[src/source/cpu_defs.svh]
/* cpu widths and codes */
`ifndef CPU_DEFS_SVH
`define CPU_DEFS_SVH

`define DATA_WIDTH      32 // datapath word
`define REG_COUNT       32 // incl. hardwired r0
`define REG_ADDR_WIDTH  5
`define IMM_WIDTH       16 // i-format immediate field
`define PC_STEP         4  // byte address step per fetch

// opcodes, bits 31:26
`define OP_RTYPE  6'b000000
`define OP_ADDI   6'b000011
`define OP_SUBI   6'b000010
`define OP_XORI   6'b000001
`define OP_ANDI   6'b001111
`define OP_ORI    6'b001100
`define OP_LW     6'b011110
`define OP_SW     6'b011111

// r-format function codes, bits 5:0
`define FN_ADD    6'b000011
`define FN_SUB    6'b000010
`define FN_XOR    6'b000001
`define FN_AND    6'b000111
`define FN_OR     6'b000100
`define FN_SLT    6'b110110 // unsigned set-less-than
`define FN_SLE    6'b110111 // unsigned set-less-or-equal

`endif
[src/source/cpuPkg.sv]
/* cpu shared types */
`include "cpu_defs.svh"

package cpuPkg;

  // r-format view of an instruction word
  typedef struct packed {
    logic [5:0]                 opcode;
    logic [`REG_ADDR_WIDTH-1:0] rs;
    logic [`REG_ADDR_WIDTH-1:0] rt;
    logic [`REG_ADDR_WIDTH-1:0] rd;
    logic [4:0]                 shamt; // unused by this core
    logic [5:0]                 funct;
  } rFormat_s;

  // i-format view, same word
  typedef struct packed {
    logic [5:0]                 opcode;
    logic [`REG_ADDR_WIDTH-1:0] rs;
    logic [`REG_ADDR_WIDTH-1:0] rt;
    logic [`IMM_WIDTH-1:0]      imm;
  } iFormat_s;

  // decode looks at both views of one fetched word
  typedef union packed {
    rFormat_s r;
    iFormat_s i;
  } instrWord_u;

  typedef enum logic [2:0] {aluAdd, aluSub, aluXor, aluAnd, aluOr} aluOp_e;
  typedef enum logic [1:0] {setNone, setSlt, setSle} setKind_e;
  typedef enum logic [1:0] {memNone, memLoad, memStore} memOp_e;

  // decode -> execute
  typedef struct packed {
    aluOp_e                     aluOp;
    setKind_e                   setKind;
    memOp_e                     memOp;
    logic                       useImm;   // imm replaces b at the alu
    logic                       regWrite;
    logic [`REG_ADDR_WIDTH-1:0] destReg;
    logic [`DATA_WIDTH-1:0]     a;
    logic [`DATA_WIDTH-1:0]     b;        // also store data
    logic [`DATA_WIDTH-1:0]     imm;      // already sign extended
  } execCtrl_s;

  // request side of the data memory
  typedef struct packed {
    logic [`DATA_WIDTH-1:0] addr;
    logic [`DATA_WIDTH-1:0] wrData;
    logic                   rdEn;
    logic                   wrEn;
  } memReq_s;

  // execute -> memory -> writeback
  typedef struct packed {
    logic                       regWrite;
    logic [`REG_ADDR_WIDTH-1:0] destReg;
    memOp_e                     memOp;
    logic [`DATA_WIDTH-1:0]     aluResult;
    logic [`DATA_WIDTH-1:0]     bValue; // store data, load data after mem
  } wbCtrl_s;

endpackage

[src/source/cpuTop.sv]
/* five stage cpu top */
`timescale 1ns/1ps
`include "cpu_defs.svh"

module cpuTop import cpuPkg::*; (
  input  logic                   clk,
  input  logic                   rstN,
  input  logic [`DATA_WIDTH-1:0] ibus,      // from instruction memory
  output logic [`DATA_WIDTH-1:0] iaddr,
  output memReq_s                memReq,    // to data memory
  input  logic [`DATA_WIDTH-1:0] memRdData
);

  instrWord_u                 fetchedWord;
  logic                       fetchValid;
  execCtrl_s                  execCtrl;
  wbCtrl_s                    memCtrl;
  logic                       wrEn;         // writeback into decode
  logic [`REG_ADDR_WIDTH-1:0] wrAddr;
  logic [`DATA_WIDTH-1:0]     wrData;

  // input side
  fetchStage i_fetch (
    .clk         (clk),
    .rstN        (rstN),
    .ibus        (ibus),
    .iaddr       (iaddr),
    .fetchedWord (fetchedWord),
    .fetchValid  (fetchValid)
  );

  // processing, decode with regfile then execute
  decodeStage i_decode (
    .clk         (clk),
    .rstN        (rstN),
    .fetchedWord (fetchedWord),
    .fetchValid  (fetchValid),
    .wrEn        (wrEn),
    .wrAddr      (wrAddr),
    .wrData      (wrData),
    .execCtrl    (execCtrl)
  );

  execStage i_exec (
    .clk      (clk),
    .rstN     (rstN),
    .execCtrl (execCtrl),
    .memCtrl  (memCtrl),
    .memReq   (memReq)
  );

  // output side
  memWriteback i_memWb (
    .clk       (clk),
    .rstN      (rstN),
    .memCtrl   (memCtrl),
    .memRdData (memRdData),
    .wrEn      (wrEn),
    .wrAddr    (wrAddr),
    .wrData    (wrData)
  );

endmodule

[src/source/memWriteback.sv]
/* memory and writeback */
`timescale 1ns/1ps
`include "cpu_defs.svh"

module memWriteback import cpuPkg::*; (
  input  logic                       clk,
  input  logic                       rstN,
  input  wbCtrl_s                    memCtrl,
  input  logic [`DATA_WIDTH-1:0]     memRdData,
  output logic                       wrEn,
  output logic [`REG_ADDR_WIDTH-1:0] wrAddr,
  output logic [`DATA_WIDTH-1:0]     wrData
);

  wbCtrl_s wbCtrl;
  logic    rdStrobe;

  assign rdStrobe = (memCtrl.memOp == memLoad); // same level as memReq.rdEn

  // mem/wb register
  always_ff @(posedge clk) begin
    if (!rstN) begin
      wbCtrl.regWrite <= 1'b0;
      wbCtrl.memOp    <= memNone;
    end else begin
      wbCtrl.regWrite  <= memCtrl.regWrite;
      wbCtrl.destReg   <= memCtrl.destReg;
      wbCtrl.memOp     <= memCtrl.memOp;
      wbCtrl.aluResult <= memCtrl.aluResult;
      // load data takes the b slot
      wbCtrl.bValue    <= rdStrobe ? memRdData : memCtrl.bValue;
    end
  end

  // writeback, lands in the regfile at the end of this cycle
  assign wrEn   = wbCtrl.regWrite;
  assign wrAddr = wbCtrl.destReg;
  assign wrData = (wbCtrl.memOp == memLoad) ? wbCtrl.bValue : wbCtrl.aluResult;

endmodule

[src/source/execStage.sv]
/* execute stage */
`timescale 1ns/1ps
`include "cpu_defs.svh"

module execStage import cpuPkg::*; (
  input  logic      clk,
  input  logic      rstN,
  input  execCtrl_s execCtrl,
  output wbCtrl_s   memCtrl,
  output memReq_s   memReq
);

  logic [`DATA_WIDTH-1:0] operandB;
  logic [`DATA_WIDTH-1:0] aluResult;
  logic [`DATA_WIDTH-1:0] exResult;
  logic                   carryOut;
  logic                   zero;
  logic                   setBit;

  assign operandB = execCtrl.useImm ? execCtrl.imm : execCtrl.b;

  alu i_alu (
    .a        (execCtrl.a),
    .b        (operandB),
    .aluOp    (execCtrl.aluOp),
    .result   (aluResult),
    .carryOut (carryOut),
    .zero     (zero)
  );

  // set-compares ride on the subtract flags
  always_comb begin
    case (execCtrl.setKind)
      setSlt:  setBit = !carryOut && !zero; // a < b
      setSle:  setBit = !carryOut || zero;  // a <= b
      default: setBit = 1'b0;
    endcase
  end

  assign exResult = (execCtrl.setKind == setNone) ? aluResult
                                                  : {{(`DATA_WIDTH-1){1'b0}}, setBit};

  // ex/mem register
  always_ff @(posedge clk) begin
    if (!rstN) begin
      memCtrl.regWrite <= 1'b0;
      memCtrl.memOp    <= memNone;
    end else begin
      memCtrl.regWrite  <= execCtrl.regWrite;
      memCtrl.destReg   <= execCtrl.destReg;
      memCtrl.memOp     <= execCtrl.memOp;
      memCtrl.aluResult <= exResult;   // also the data address
      memCtrl.bValue    <= execCtrl.b; // rt, store data
    end
  end

  // memory request straight off the registered bundle
  assign memReq.addr   = memCtrl.aluResult;
  assign memReq.wrData = memCtrl.bValue;
  assign memReq.rdEn   = (memCtrl.memOp == memLoad);
  assign memReq.wrEn   = (memCtrl.memOp == memStore);

endmodule

[src/source/decodeStage.sv]
/* decode stage */
`timescale 1ns/1ps
`include "cpu_defs.svh"

module decodeStage import cpuPkg::*; (
  input  logic                       clk,
  input  logic                       rstN,
  input  instrWord_u                 fetchedWord,
  input  logic                       fetchValid,
  input  logic                       wrEn,     // writeback port
  input  logic [`REG_ADDR_WIDTH-1:0] wrAddr,
  input  logic [`DATA_WIDTH-1:0]     wrData,
  output execCtrl_s                  execCtrl
);

  logic [`DATA_WIDTH-1:0] rdDataA;
  logic [`DATA_WIDTH-1:0] rdDataB;
  execCtrl_s              nextCtrl;
  logic                   known;   // opcode/funct recognised

  regFile i_regFile (
    .clk     (clk),
    .rstN    (rstN),
    .rdAddrA (fetchedWord.i.rs),
    .rdAddrB (fetchedWord.i.rt),
    .rdDataA (rdDataA),
    .rdDataB (rdDataB),
    .wrEn    (wrEn),
    .wrAddr  (wrAddr),
    .wrData  (wrData)
  );

  always_comb begin
    // defaults describe an i-format alu op
    nextCtrl          = '0;
    nextCtrl.aluOp    = aluAdd;
    nextCtrl.setKind  = setNone;
    nextCtrl.memOp    = memNone;
    nextCtrl.useImm   = 1'b1;
    nextCtrl.regWrite = 1'b1;
    nextCtrl.destReg  = fetchedWord.i.rt; // rt for i-format
    nextCtrl.a        = rdDataA;
    nextCtrl.b        = rdDataB;
    nextCtrl.imm      = {{(`DATA_WIDTH-`IMM_WIDTH){fetchedWord.i.imm[`IMM_WIDTH-1]}},
                         fetchedWord.i.imm};
    known             = 1'b1;
    case (fetchedWord.i.opcode)
      `OP_ADDI: nextCtrl.aluOp = aluAdd;
      `OP_SUBI: nextCtrl.aluOp = aluSub;
      `OP_XORI: nextCtrl.aluOp = aluXor;
      `OP_ANDI: nextCtrl.aluOp = aluAnd;
      `OP_ORI:  nextCtrl.aluOp = aluOr;
      `OP_LW:   nextCtrl.memOp = memLoad;  // address is rs + imm
      `OP_SW: begin
        nextCtrl.memOp    = memStore;
        nextCtrl.regWrite = 1'b0; // stores never write back
      end
      `OP_RTYPE: begin
        nextCtrl.useImm  = 1'b0;
        nextCtrl.destReg = fetchedWord.r.rd;
        case (fetchedWord.r.funct)
          `FN_ADD: nextCtrl.aluOp = aluAdd;
          `FN_SUB: nextCtrl.aluOp = aluSub;
          `FN_XOR: nextCtrl.aluOp = aluXor;
          `FN_AND: nextCtrl.aluOp = aluAnd;
          `FN_OR:  nextCtrl.aluOp = aluOr;
          `FN_SLT: begin
            nextCtrl.aluOp   = aluSub; // compare via a - b
            nextCtrl.setKind = setSlt;
          end
          `FN_SLE: begin
            nextCtrl.aluOp   = aluSub;
            nextCtrl.setKind = setSle;
          end
          default: known = 1'b0;
        endcase
      end
      default: known = 1'b0; // old branch codes land here too
    endcase
    // unknown or not yet fetched turns into a bubble
    if (!known || !fetchValid) begin
      nextCtrl.regWrite = 1'b0;
      nextCtrl.memOp    = memNone;
      nextCtrl.setKind  = setNone;
    end
  end

  // id/ex register
  always_ff @(posedge clk) begin
    if (!rstN) begin
      execCtrl.regWrite <= 1'b0;
      execCtrl.memOp    <= memNone;
    end else begin
      execCtrl <= nextCtrl;
    end
  end

endmodule

[src/source/fetchStage.sv]
/* fetch stage */
`timescale 1ns/1ps
`include "cpu_defs.svh"

module fetchStage import cpuPkg::*; (
  input  logic                   clk,
  input  logic                   rstN,
  input  logic [`DATA_WIDTH-1:0] ibus,        // instruction at iaddr, same cycle
  output logic [`DATA_WIDTH-1:0] iaddr,
  output instrWord_u             fetchedWord,
  output logic                   fetchValid
);

  logic [`DATA_WIDTH-1:0] pc;

  // pc sits at 0 through reset and the first cycle after
  always_ff @(posedge clk) begin
    if (!rstN) begin
      pc         <= '0;
      fetchValid <= 1'b0; // reset bubbles write nothing
    end else begin
      pc         <= pc + `PC_STEP;
      fetchValid <= 1'b1;
    end
  end

  // if/id register, payload only
  always_ff @(posedge clk) begin
    fetchedWord <= ibus;
  end

  assign iaddr = pc; // no branches, straight line fetch

endmodule

[src/source/regFile.sv]
/* register file */
`timescale 1ns/1ps
`include "cpu_defs.svh"

module regFile (
  input  logic                       clk,
  input  logic                       rstN,
  input  logic [`REG_ADDR_WIDTH-1:0] rdAddrA,
  input  logic [`REG_ADDR_WIDTH-1:0] rdAddrB,
  output logic [`DATA_WIDTH-1:0]     rdDataA,
  output logic [`DATA_WIDTH-1:0]     rdDataB,
  input  logic                       wrEn,
  input  logic [`REG_ADDR_WIDTH-1:0] wrAddr,
  input  logic [`DATA_WIDTH-1:0]     wrData
);

  logic [`DATA_WIDTH-1:0] regs [`REG_COUNT-1:1]; // no storage for r0

  // r0 reads zero, a same-cycle write shows through
  function automatic logic [`DATA_WIDTH-1:0] readPort(
    input logic [`REG_ADDR_WIDTH-1:0] addr
  );
    if (addr == '0) return '0;
    else if (wrEn && addr == wrAddr) return wrData;
    else return regs[addr];
  endfunction

  always_ff @(posedge clk) begin
    if (!rstN) begin
      for (int i = 1; i < `REG_COUNT; i++) regs[i] <= '0;
    end else if (wrEn && wrAddr != '0) begin
      regs[wrAddr] <= wrData; // writes to r0 dropped
    end
  end

  always_comb rdDataA = readPort(rdAddrA);
  always_comb rdDataB = readPort(rdAddrB);

endmodule

[src/source/alu.sv]
/* alu */
`timescale 1ns/1ps
`include "cpu_defs.svh"

module alu import cpuPkg::*; (
  input  logic [`DATA_WIDTH-1:0] a,
  input  logic [`DATA_WIDTH-1:0] b,
  input  aluOp_e                 aluOp,
  output logic [`DATA_WIDTH-1:0] result,
  output logic                   carryOut,
  output logic                   zero
);

  logic                   carryIn;
  logic [`DATA_WIDTH-1:0] addend;
  logic [`DATA_WIDTH:0]   sum;   // one extra bit for carry

  // subtract is a + ~b + 1
  assign carryIn = (aluOp == aluSub);
  assign addend  = carryIn ? ~b : b;
  assign sum     = {1'b0, a} + {1'b0, addend} + {{`DATA_WIDTH{1'b0}}, carryIn};

  always_comb begin
    case (aluOp)
      aluAdd,
      aluSub:  result = sum[`DATA_WIDTH-1:0];
      aluXor:  result = a ^ b;
      aluAnd:  result = a & b;
      aluOr:   result = a | b;
      default: result = '0;
    endcase
  end

  assign carryOut = sum[`DATA_WIDTH]; // on sub, high means a >= b unsigned
  assign zero     = (result == '0);

endmodule

[config.mk]
export PLATFORM = sky130hd
export DESIGN_NAME = cpuTop
export DESIGN_NICKNAME = d
export VERILOG_FILES = /design/src/source/cpuPkg.sv /design/src/source/cpuTop.sv /design/src/source/memWriteback.sv /design/src/source/execStage.sv /design/src/source/decodeStage.sv /design/src/source/fetchStage.sv /design/src/source/regFile.sv /design/src/source/alu.sv
export VERILOG_INCLUDE_DIRS = /design/src /design/src/source
export SDC_FILE = /design/constraint.sdc
export NUM_CORES = 2
export LEC_CHECK = 0
export ABC_CLOCK_PERIOD_IN_PS = 8300
export BUFFER_PORTS_ARGS = -buffer_cell sky130_fd_sc_hd__buf_4
export CAP_MARGIN = 20
export CELL_PAD_IN_SITES_DETAIL_PLACEMENT = 0
export CELL_PAD_IN_SITES_GLOBAL_PLACEMENT = 1
export CORE_MARGIN = 4
export CORE_UTILIZATION = 58
export CTS_CLUSTER_SIZE = 10
export DETAILED_ROUTE_END_ITERATION = 12
export PLACE_DENSITY_LB_ADDON = 0.05
export SLEW_MARGIN = 20
export SYNTH_ARGS = -nofsm -noshare
export SYNTH_HDL_FRONTEND = slang
export SYNTH_SLANG_ARGS = --single-unit
[constraint.sdc]
create_clock -name clk -period 8.3 [get_ports clk]
set_clock_uncertainty 0.15 [all_clocks]
set_input_delay 0.83 -clock clk [delete_from_list [all_inputs] [get_ports clk]]
set_output_delay 0.83 -clock clk [all_outputs]
set_load 0.01 [all_outputs]
### Yosys cells after proc, flatten, opt, wreduce, memory -nomap -nowiden

Memories as Yosys holds them, arrays and structs flattened. A register that Yosys moved wholly into a read port is not among the register bits.
Cells that the tools add are included.

* bits in registers: 239
* memory bits (writable): 992
* input bits: 66
* output and inout bits: 98
* logic and storage cells: 100
* memories: 1

Memory list
* i_decode.i_regFile.regs: depth 31, bits a word 32, read ports 2, clocked after memory_dff 2, wr ports 31, line regFile.sv:17 `` logic [`DATA_WIDTH-1:0] regs [`REG_COUNT-1:1]; ``

* $add $sub $neg: 3
* equality and inequality tests: 23
* mux-type cells: 24
* bitwise gates (word level): 6
* reductions and logical operators: 22

Operators by type and width (count)
* 32-bit 2-to-1 mux: 5
* 32-bit case mux with 4 select lines: 1
* 32-bit by 32-bit adder with 33-bit output: 1
* 33-bit by 1-bit adder with 33-bit output: 1
* 32-bit by 3-bit adder with 32-bit output (second input constant): 1
* 32-bit AND: 1
* 32-bit logical NOT: 1
* 32-bit NOT: 1
* 32-bit OR: 1
* 32-bit OR reduction: 1
* 32-bit XOR: 1
* 6-bit by 2-bit equality test with 1-bit output (second input constant): 4
* 3-bit case mux with 5 select lines: 1
* 7-bit OR reduction: 2
* 6-bit by 1-bit equality test with 1-bit output (second input constant): 2
* 6-bit by 3-bit equality test with 1-bit output (second input constant): 2
* 6-bit by 4-bit equality test with 1-bit output (second input constant): 2
* 6-bit by 5-bit equality test with 1-bit output (second input constant): 2
* 6-bit equality test (second input constant): 2
* 3-bit case mux with 4 select lines: 1
* 5-bit logical NOT: 2
* 1-bit 2-to-1 mux: 10
* 5-bit 2-to-1 mux: 2
* 2-bit case mux with 2 select lines: 2
* other kinds (16): 29

### Longest topological paths before layout

* depth in word-level cells: 11
* mapped depth: 20
* depth with buffers taken out: 15

### Hierarchy

From an unflattened synthesis, not the netlist that was laid out.

* cell total of the unflattened synthesis: 5120
* area, all modules: 71091.9 µm²

Modules (own cells, without submodules)
* regFile: times used 1, cells an instance 3760, area each 54821.3 µm², seq. area each 30749.5 µm²
* alu: times used 1, cells an instance 627, area each 4234.1 µm², seq. area each 0.0 µm²
* execStage: times used 1, cells an instance 222, area each 3468.3 µm², seq. area each 2132.0 µm²
* memWriteback: times used 1, cells an instance 154, area each 3279.4 µm², seq. area each 2132.0 µm²
* decodeStage: times used 1, cells an instance 163, area each 3261.9 µm², seq. area each 2792.7 µm²
* fetchStage: times used 1, cells an instance 194, area each 2026.9 µm², seq. area each 1261.2 µm²

### Worst setup path after synthesis

No wires, ideal clock.

* path type: register -> register
* start point: register, netlist name i_decode.execCtrl[107]
* end point: register, netlist name i_exec.memCtrl[32]
* setup time: 0.264 ns
* data arrival time: 4.650 ns
* data required time: 7.886 ns
* setup slack: 3.236 ns
* stages on the path, launching flop included: 21
* path buffers: 6
* clock period less this slack: 5.064 ns
* path through: edfxtp_1 -> buf_2 -> buf_2 -> buf_2 -> buf_2 -> nor3b_1 -> buf_2 -> xnor2_1 -> ha_1 -> buf_2 -> nand2_1 -> o21a_1 -> and4_1 -> and3_1 -> a2111oi_0 -> nand4_1 -> nor4_2 -> nand4_1 -> and4bb_1 -> a31o_2 -> a211oi_2

* longest elaborated chain between the ends: 10
* elaborated cells on any way between the ends: 17
* those cells by class: add/sub (2); eq/ne (4); mux (4); reduce/logical (7)

RTL lines
* 3-bit by 1-bit equality test with 1-bit output: line alu.sv:19, alu.sv:24
* 32-bit 2-to-1 mux: line alu.sv:20 `assign addend = carryIn ? ~b : b;`
* 32-bit by 32-bit adder with 33-bit output: line alu.sv:21 `` assign sum = {1'b0, a} + {1'b0, addend} + {{`DATA_WIDTH{1'b0}}, carryIn}; ``
* 33-bit by 1-bit adder with 33-bit output: line alu.sv:21
* 32-bit case mux with 4 select lines: line alu.sv:24 `case (aluOp)`
* 32-bit logical NOT: line alu.sv:35 `assign zero = (result == '0);`
* 1-bit logical NOT: line execStage.sv:34 `setSlt: setBit = !carryOut && !zero;`
* 1-bit logical AND: line execStage.sv:34
* 1-bit case mux with 2 select lines: line execStage.sv:33 `case (execCtrl.setKind)`
* 1-bit 2-to-1 mux *: line execStage.sv:40 `assign exResult = (execCtrl.setKind == setNone) ? aluResult`
* named net i_exec.exResult[0]: line execStage.sv:15 `` logic [`DATA_WIDTH-1:0] exResult; ``

The timed path passes the listed nets; every way through them passes the cells marked *.
A chain may end at the register's enable or synchronous reset.

### Worst setup path in the final report

* start point: register, netlist name i_decode.execCtrl[107]
* end point: register, netlist name i_exec.memCtrl[32]

* longest elaborated chain between the ends: 10
* elaborated cells on any way between the ends: 17
* those cells by class: add/sub (2); eq/ne (4); mux (4); reduce/logical (7)

RTL lines (line)
* 3-bit by 1-bit equality test with 1-bit output: alu.sv:19, alu.sv:24
* 32-bit 2-to-1 mux: alu.sv:20
* 32-bit by 32-bit adder with 33-bit output: alu.sv:21
* 33-bit by 1-bit adder with 33-bit output: alu.sv:21
* 32-bit case mux with 4 select lines: alu.sv:24
* 32-bit logical NOT: alu.sv:35
* 1-bit logical NOT: execStage.sv:34
* 1-bit logical AND: execStage.sv:34
* 1-bit case mux with 2 select lines: execStage.sv:33
* 1-bit 2-to-1 mux *: execStage.sv:40
* named net i_exec.exResult[0]: execStage.sv:15

Marks and branches as above.

==> results.toml <==
[floorplan]
core_area_mm2 = 0.116
fp.dieW_um = 350
die_y_um = 350
start_util_pct = 58.4
rows = 125
num_io_pins = 164
dieArea_mm2 = 0.122

[clocking]
cts_max_level = 4
cts_made_buffers = 155
cts_tree = "done"
post_cts_resized = 0
clockBufferDepth = 3
root_buffer = "clkbuf_16"
cts.sinks = 1325
clkTransAtPathRegs_ns = 0.06
insertion_delay_ns = 0.79

[synthesis]
synth_cell_types = 74
avgSynthCellArea_um2 = 14.6
async_reset_ff_share_pct = 0
ys.warnings.count = 0
synthCells = 4651
ys_seq_area_share_pct = 57.7
synth_top_cell_by_area = "edfxtp_1"
synth-edff-count = 1253
netlist_area_mm2 = 0.0678
synth_top_area_share_pct = 55.5
ys.flop_type = "edfxtp_1"
ys_top_cells_by_area = "edfxtp_1, mux4_2, nor2_1"
synth-seq-cells = 1325

[pwr]
p_clk_share_pct = 38.8
p_leak_nw = 27.4
power.internal_mw = 12.0
peakVddDrop_mv = 0.230
swShare_pct = 25.1
switchingPower_mw = 4.03
p_seq_share_pct = 48.8
combPwrFrac_pct = 12.4
p_per_area_mw_per_mm2 = 213

[worst_setup_path]
critical_path_required_ns = 8.67
path_max_fanout = 20
crit_arrival_ns = 6.02
startpoint = "i_decode.execCtrl[107]$_DFFE_PP_"
r2r_cells = 15
critPathKind = "reg2reg"
reg2reg_slack_ns = 2.66
reg2reg_to = "i_exec.memCtrl[32]$_DFFE_PP_"
end_kind = "flip-flop"
crit_path_start_kind = "flip-flop"
reg2reg_from = "i_decode.execCtrl[107]$_DFFE_PP_"

[global_routing]
grt_pass1_wl_um = 301000
grt_pass1_vias = 43251
overflow = 0
antenna_found_initial = 3
grt_max_degree = 169
grt_usage_pct = 34.6

[layout]
finalNetCount = 4848
ff_latch_area_mm2 = 0.0391
post-route-util_pct = 65.0
area_growth_pct = 11.4
layout-drive-gt1-share_pct = 26.7
final_cell_area_mm2 = 0.0755
fillCellCount = 8459
multi_input_area_mm2 = 0.0269

[route]
postRouteAntennaNets = 0
first_pass_iters = 5
viasPerCell = 6.80
wl_um = 209000
drtIter0Drc = 5530
vias = 42815
drc = 0
wire_per_inst_um = 33.1

[run_status]
status = "finished, final reports clean"

[worst_hold_path]
hold_path_class = "in2reg"
whs_endpoint = "i_memWb.wbCtrl[4]$_DFFE_PP_"
hp-start = "memRdData[4]"
holdPathStages = 2

[timing]
period_minus_slack_ns = 5.64
worst_pin_slew_ns = 1.16
max_freq_mhz = 177
setup_violations = 0
slew_viol_final = 0
slew_headroom_pct = 22.2
post-route-period-util_pct = 68.0
rsz0062_at_grt = "false"
finalHoldViolCount = 0
setup_tns_ns = 0

[placement]
post_dp_cell_area_mm2 = 0.0707
gp_congestion = 0.901
port_buffers = 161
dp_hpwl_um = 125000

[run]
drv_cap = 0
[what timing repair did]
item,in CTS,in global routing
hold buffers,32,0
buffers inserted,0,0
hold endpoints to repair,32,0
[metrics by stage]
stage | hold WS [ns] | total power [mW] | setup slack (ns) | std cells
global route | 0.201 | 16.5 | 2.27 | 6292
finish | 0.206 | 16.1 | 2.66 | 6293
CTS | 0.150 | 16.1 | 2.60 | 6291
floorplan | 0.236 | 9.17 | 3.24 | 4684
global placement | 0.252 | 9.89 | 2.69 | 6008
detailed placement | 0.242 | 9.92 | 2.64 | 6010
[cell type report]
type / count / share of cell area (%)
flip-flops and latches: 1325 / 51.8
clock inverters: 14 / 0.166
multi-input cells: 2752 / 35.6
repair buffers: 327 / 3.56
diodes: 1 / 0.00332
inverters: 115 / 0.572
clock buffers: 235 / 5.77
well taps: 1524 / 2.53
[cell families (layout without fill, tap and decap cells)]
logic type,after synthesis,count (layout),share of synthesized area (%)
buffers and inverters,607,691,3.80
AOI/OAI and AO/OA,354,354,3.58
adders and majority gates,106,106,1.97
DFF,1325,1325,57.7
other,1,35,0.00553
xor gates and xnor gates,89,89,1.15
and+or+nand+nor,1411,1411,8.71
muxes,758,758,23.1
[worst max-delay path: stages (launching register included)]
cell and delay, ns:
edfxtp_1 0.96, nor3b_2 0.34, buf_4 0.39, xnor2_1 0.13, ha_1 0.47, nand2_1 0.12
o21a_1 0.26, and4_1 0.20, and3_1 0.17, a2111oi_0 0.85, nand4_1 0.21, nor4_2 0.34
nand4_1 0.21, and4bb_1 0.35, a31o_2 0.16, a211oi_2 0.05
[synthesized netlist by cell type, drive strengths merged (72+ instances only)]
library cell and count:
edfxtp 1253, nor2 1049, mux4 640, clkbuf 353, buf 139, a211oi 133
nand2 120, inv 114, ha 105, mux2i 81, dfxtp 72
[per-layer routing]
layer  up-vias  wire (µm)  track usage, %
met5         -          0               0
li1      17689          -               -
met4         0       7670            12.6
met2      2720      97200            53.7
met3       445      25900            9.72
met1     21961      77700            47.7
[placed cells by master, fill, tap and decap left out, types with 48 or more instances in the layout]
cell	Yosys	layout
edfxtp_1	1253	1253
nor2_1	1049	1046
mux4_2	640	640
buf_4	67	283
clkbuf_16	0	161
a211oi_1	132	132
inv_1	113	113
ha_1	105	105
xnor2_1	70	70
a21oi_1	69	69
nor2b_1	71	69
clkbuf_1	352	69
dfxtp_1	72	62
nand2_1	120	59
nand2_2	0	58
and2_1	48	48
[worst max path at each step]
stage,endpoint,depth (start not counted)
2_1_floorplan,i_exec.memCtrl[32]$_DFFE_PP_,20
3_3_place_gp,i_exec.memCtrl[32]$_DFFE_PP_,15
3_5_place_dp,i_exec.memCtrl[32]$_DFFE_PP_,15
4_1_cts,i_exec.memCtrl[32]$_DFFE_PP_,15
5_1_grt,i_exec.memCtrl[32]$_DFFE_PP_,15
6_report,i_exec.memCtrl[32]$_DFFE_PP_,15
[registers in the layout, summed over array words and instances, names as in the netlist]
| signal | count |
|---|---|
| i_memWb.wbCtrl | 66 |
| i_decode.i_regFile.regs | 1024 |
| i_fetch.iaddr | 30 |
| i_fetch.fetchValid | 1 |
| i_memWb.wrEn | 1 |
| i_fetch.fetchedWord | 32 |
| i_decode.execCtrl | 94 |
| i_memWb.wrAddr | 5 |
| i_exec.memCtrl | 72 |
[power by group through the flow]
stage	logic [mW]	registers (mW)	clock network (mW)
6_report	1.99	7.84	6.23
5_1_grt	2.10	7.87	6.57
4_1_cts	1.96	7.84	6.29
3_5_place_dp	1.95	7.97	0
3_3_place_gp	1.93	7.96	0
2_1_floorplan	1.34	7.83	0
(Power assumes the default switching activity.)
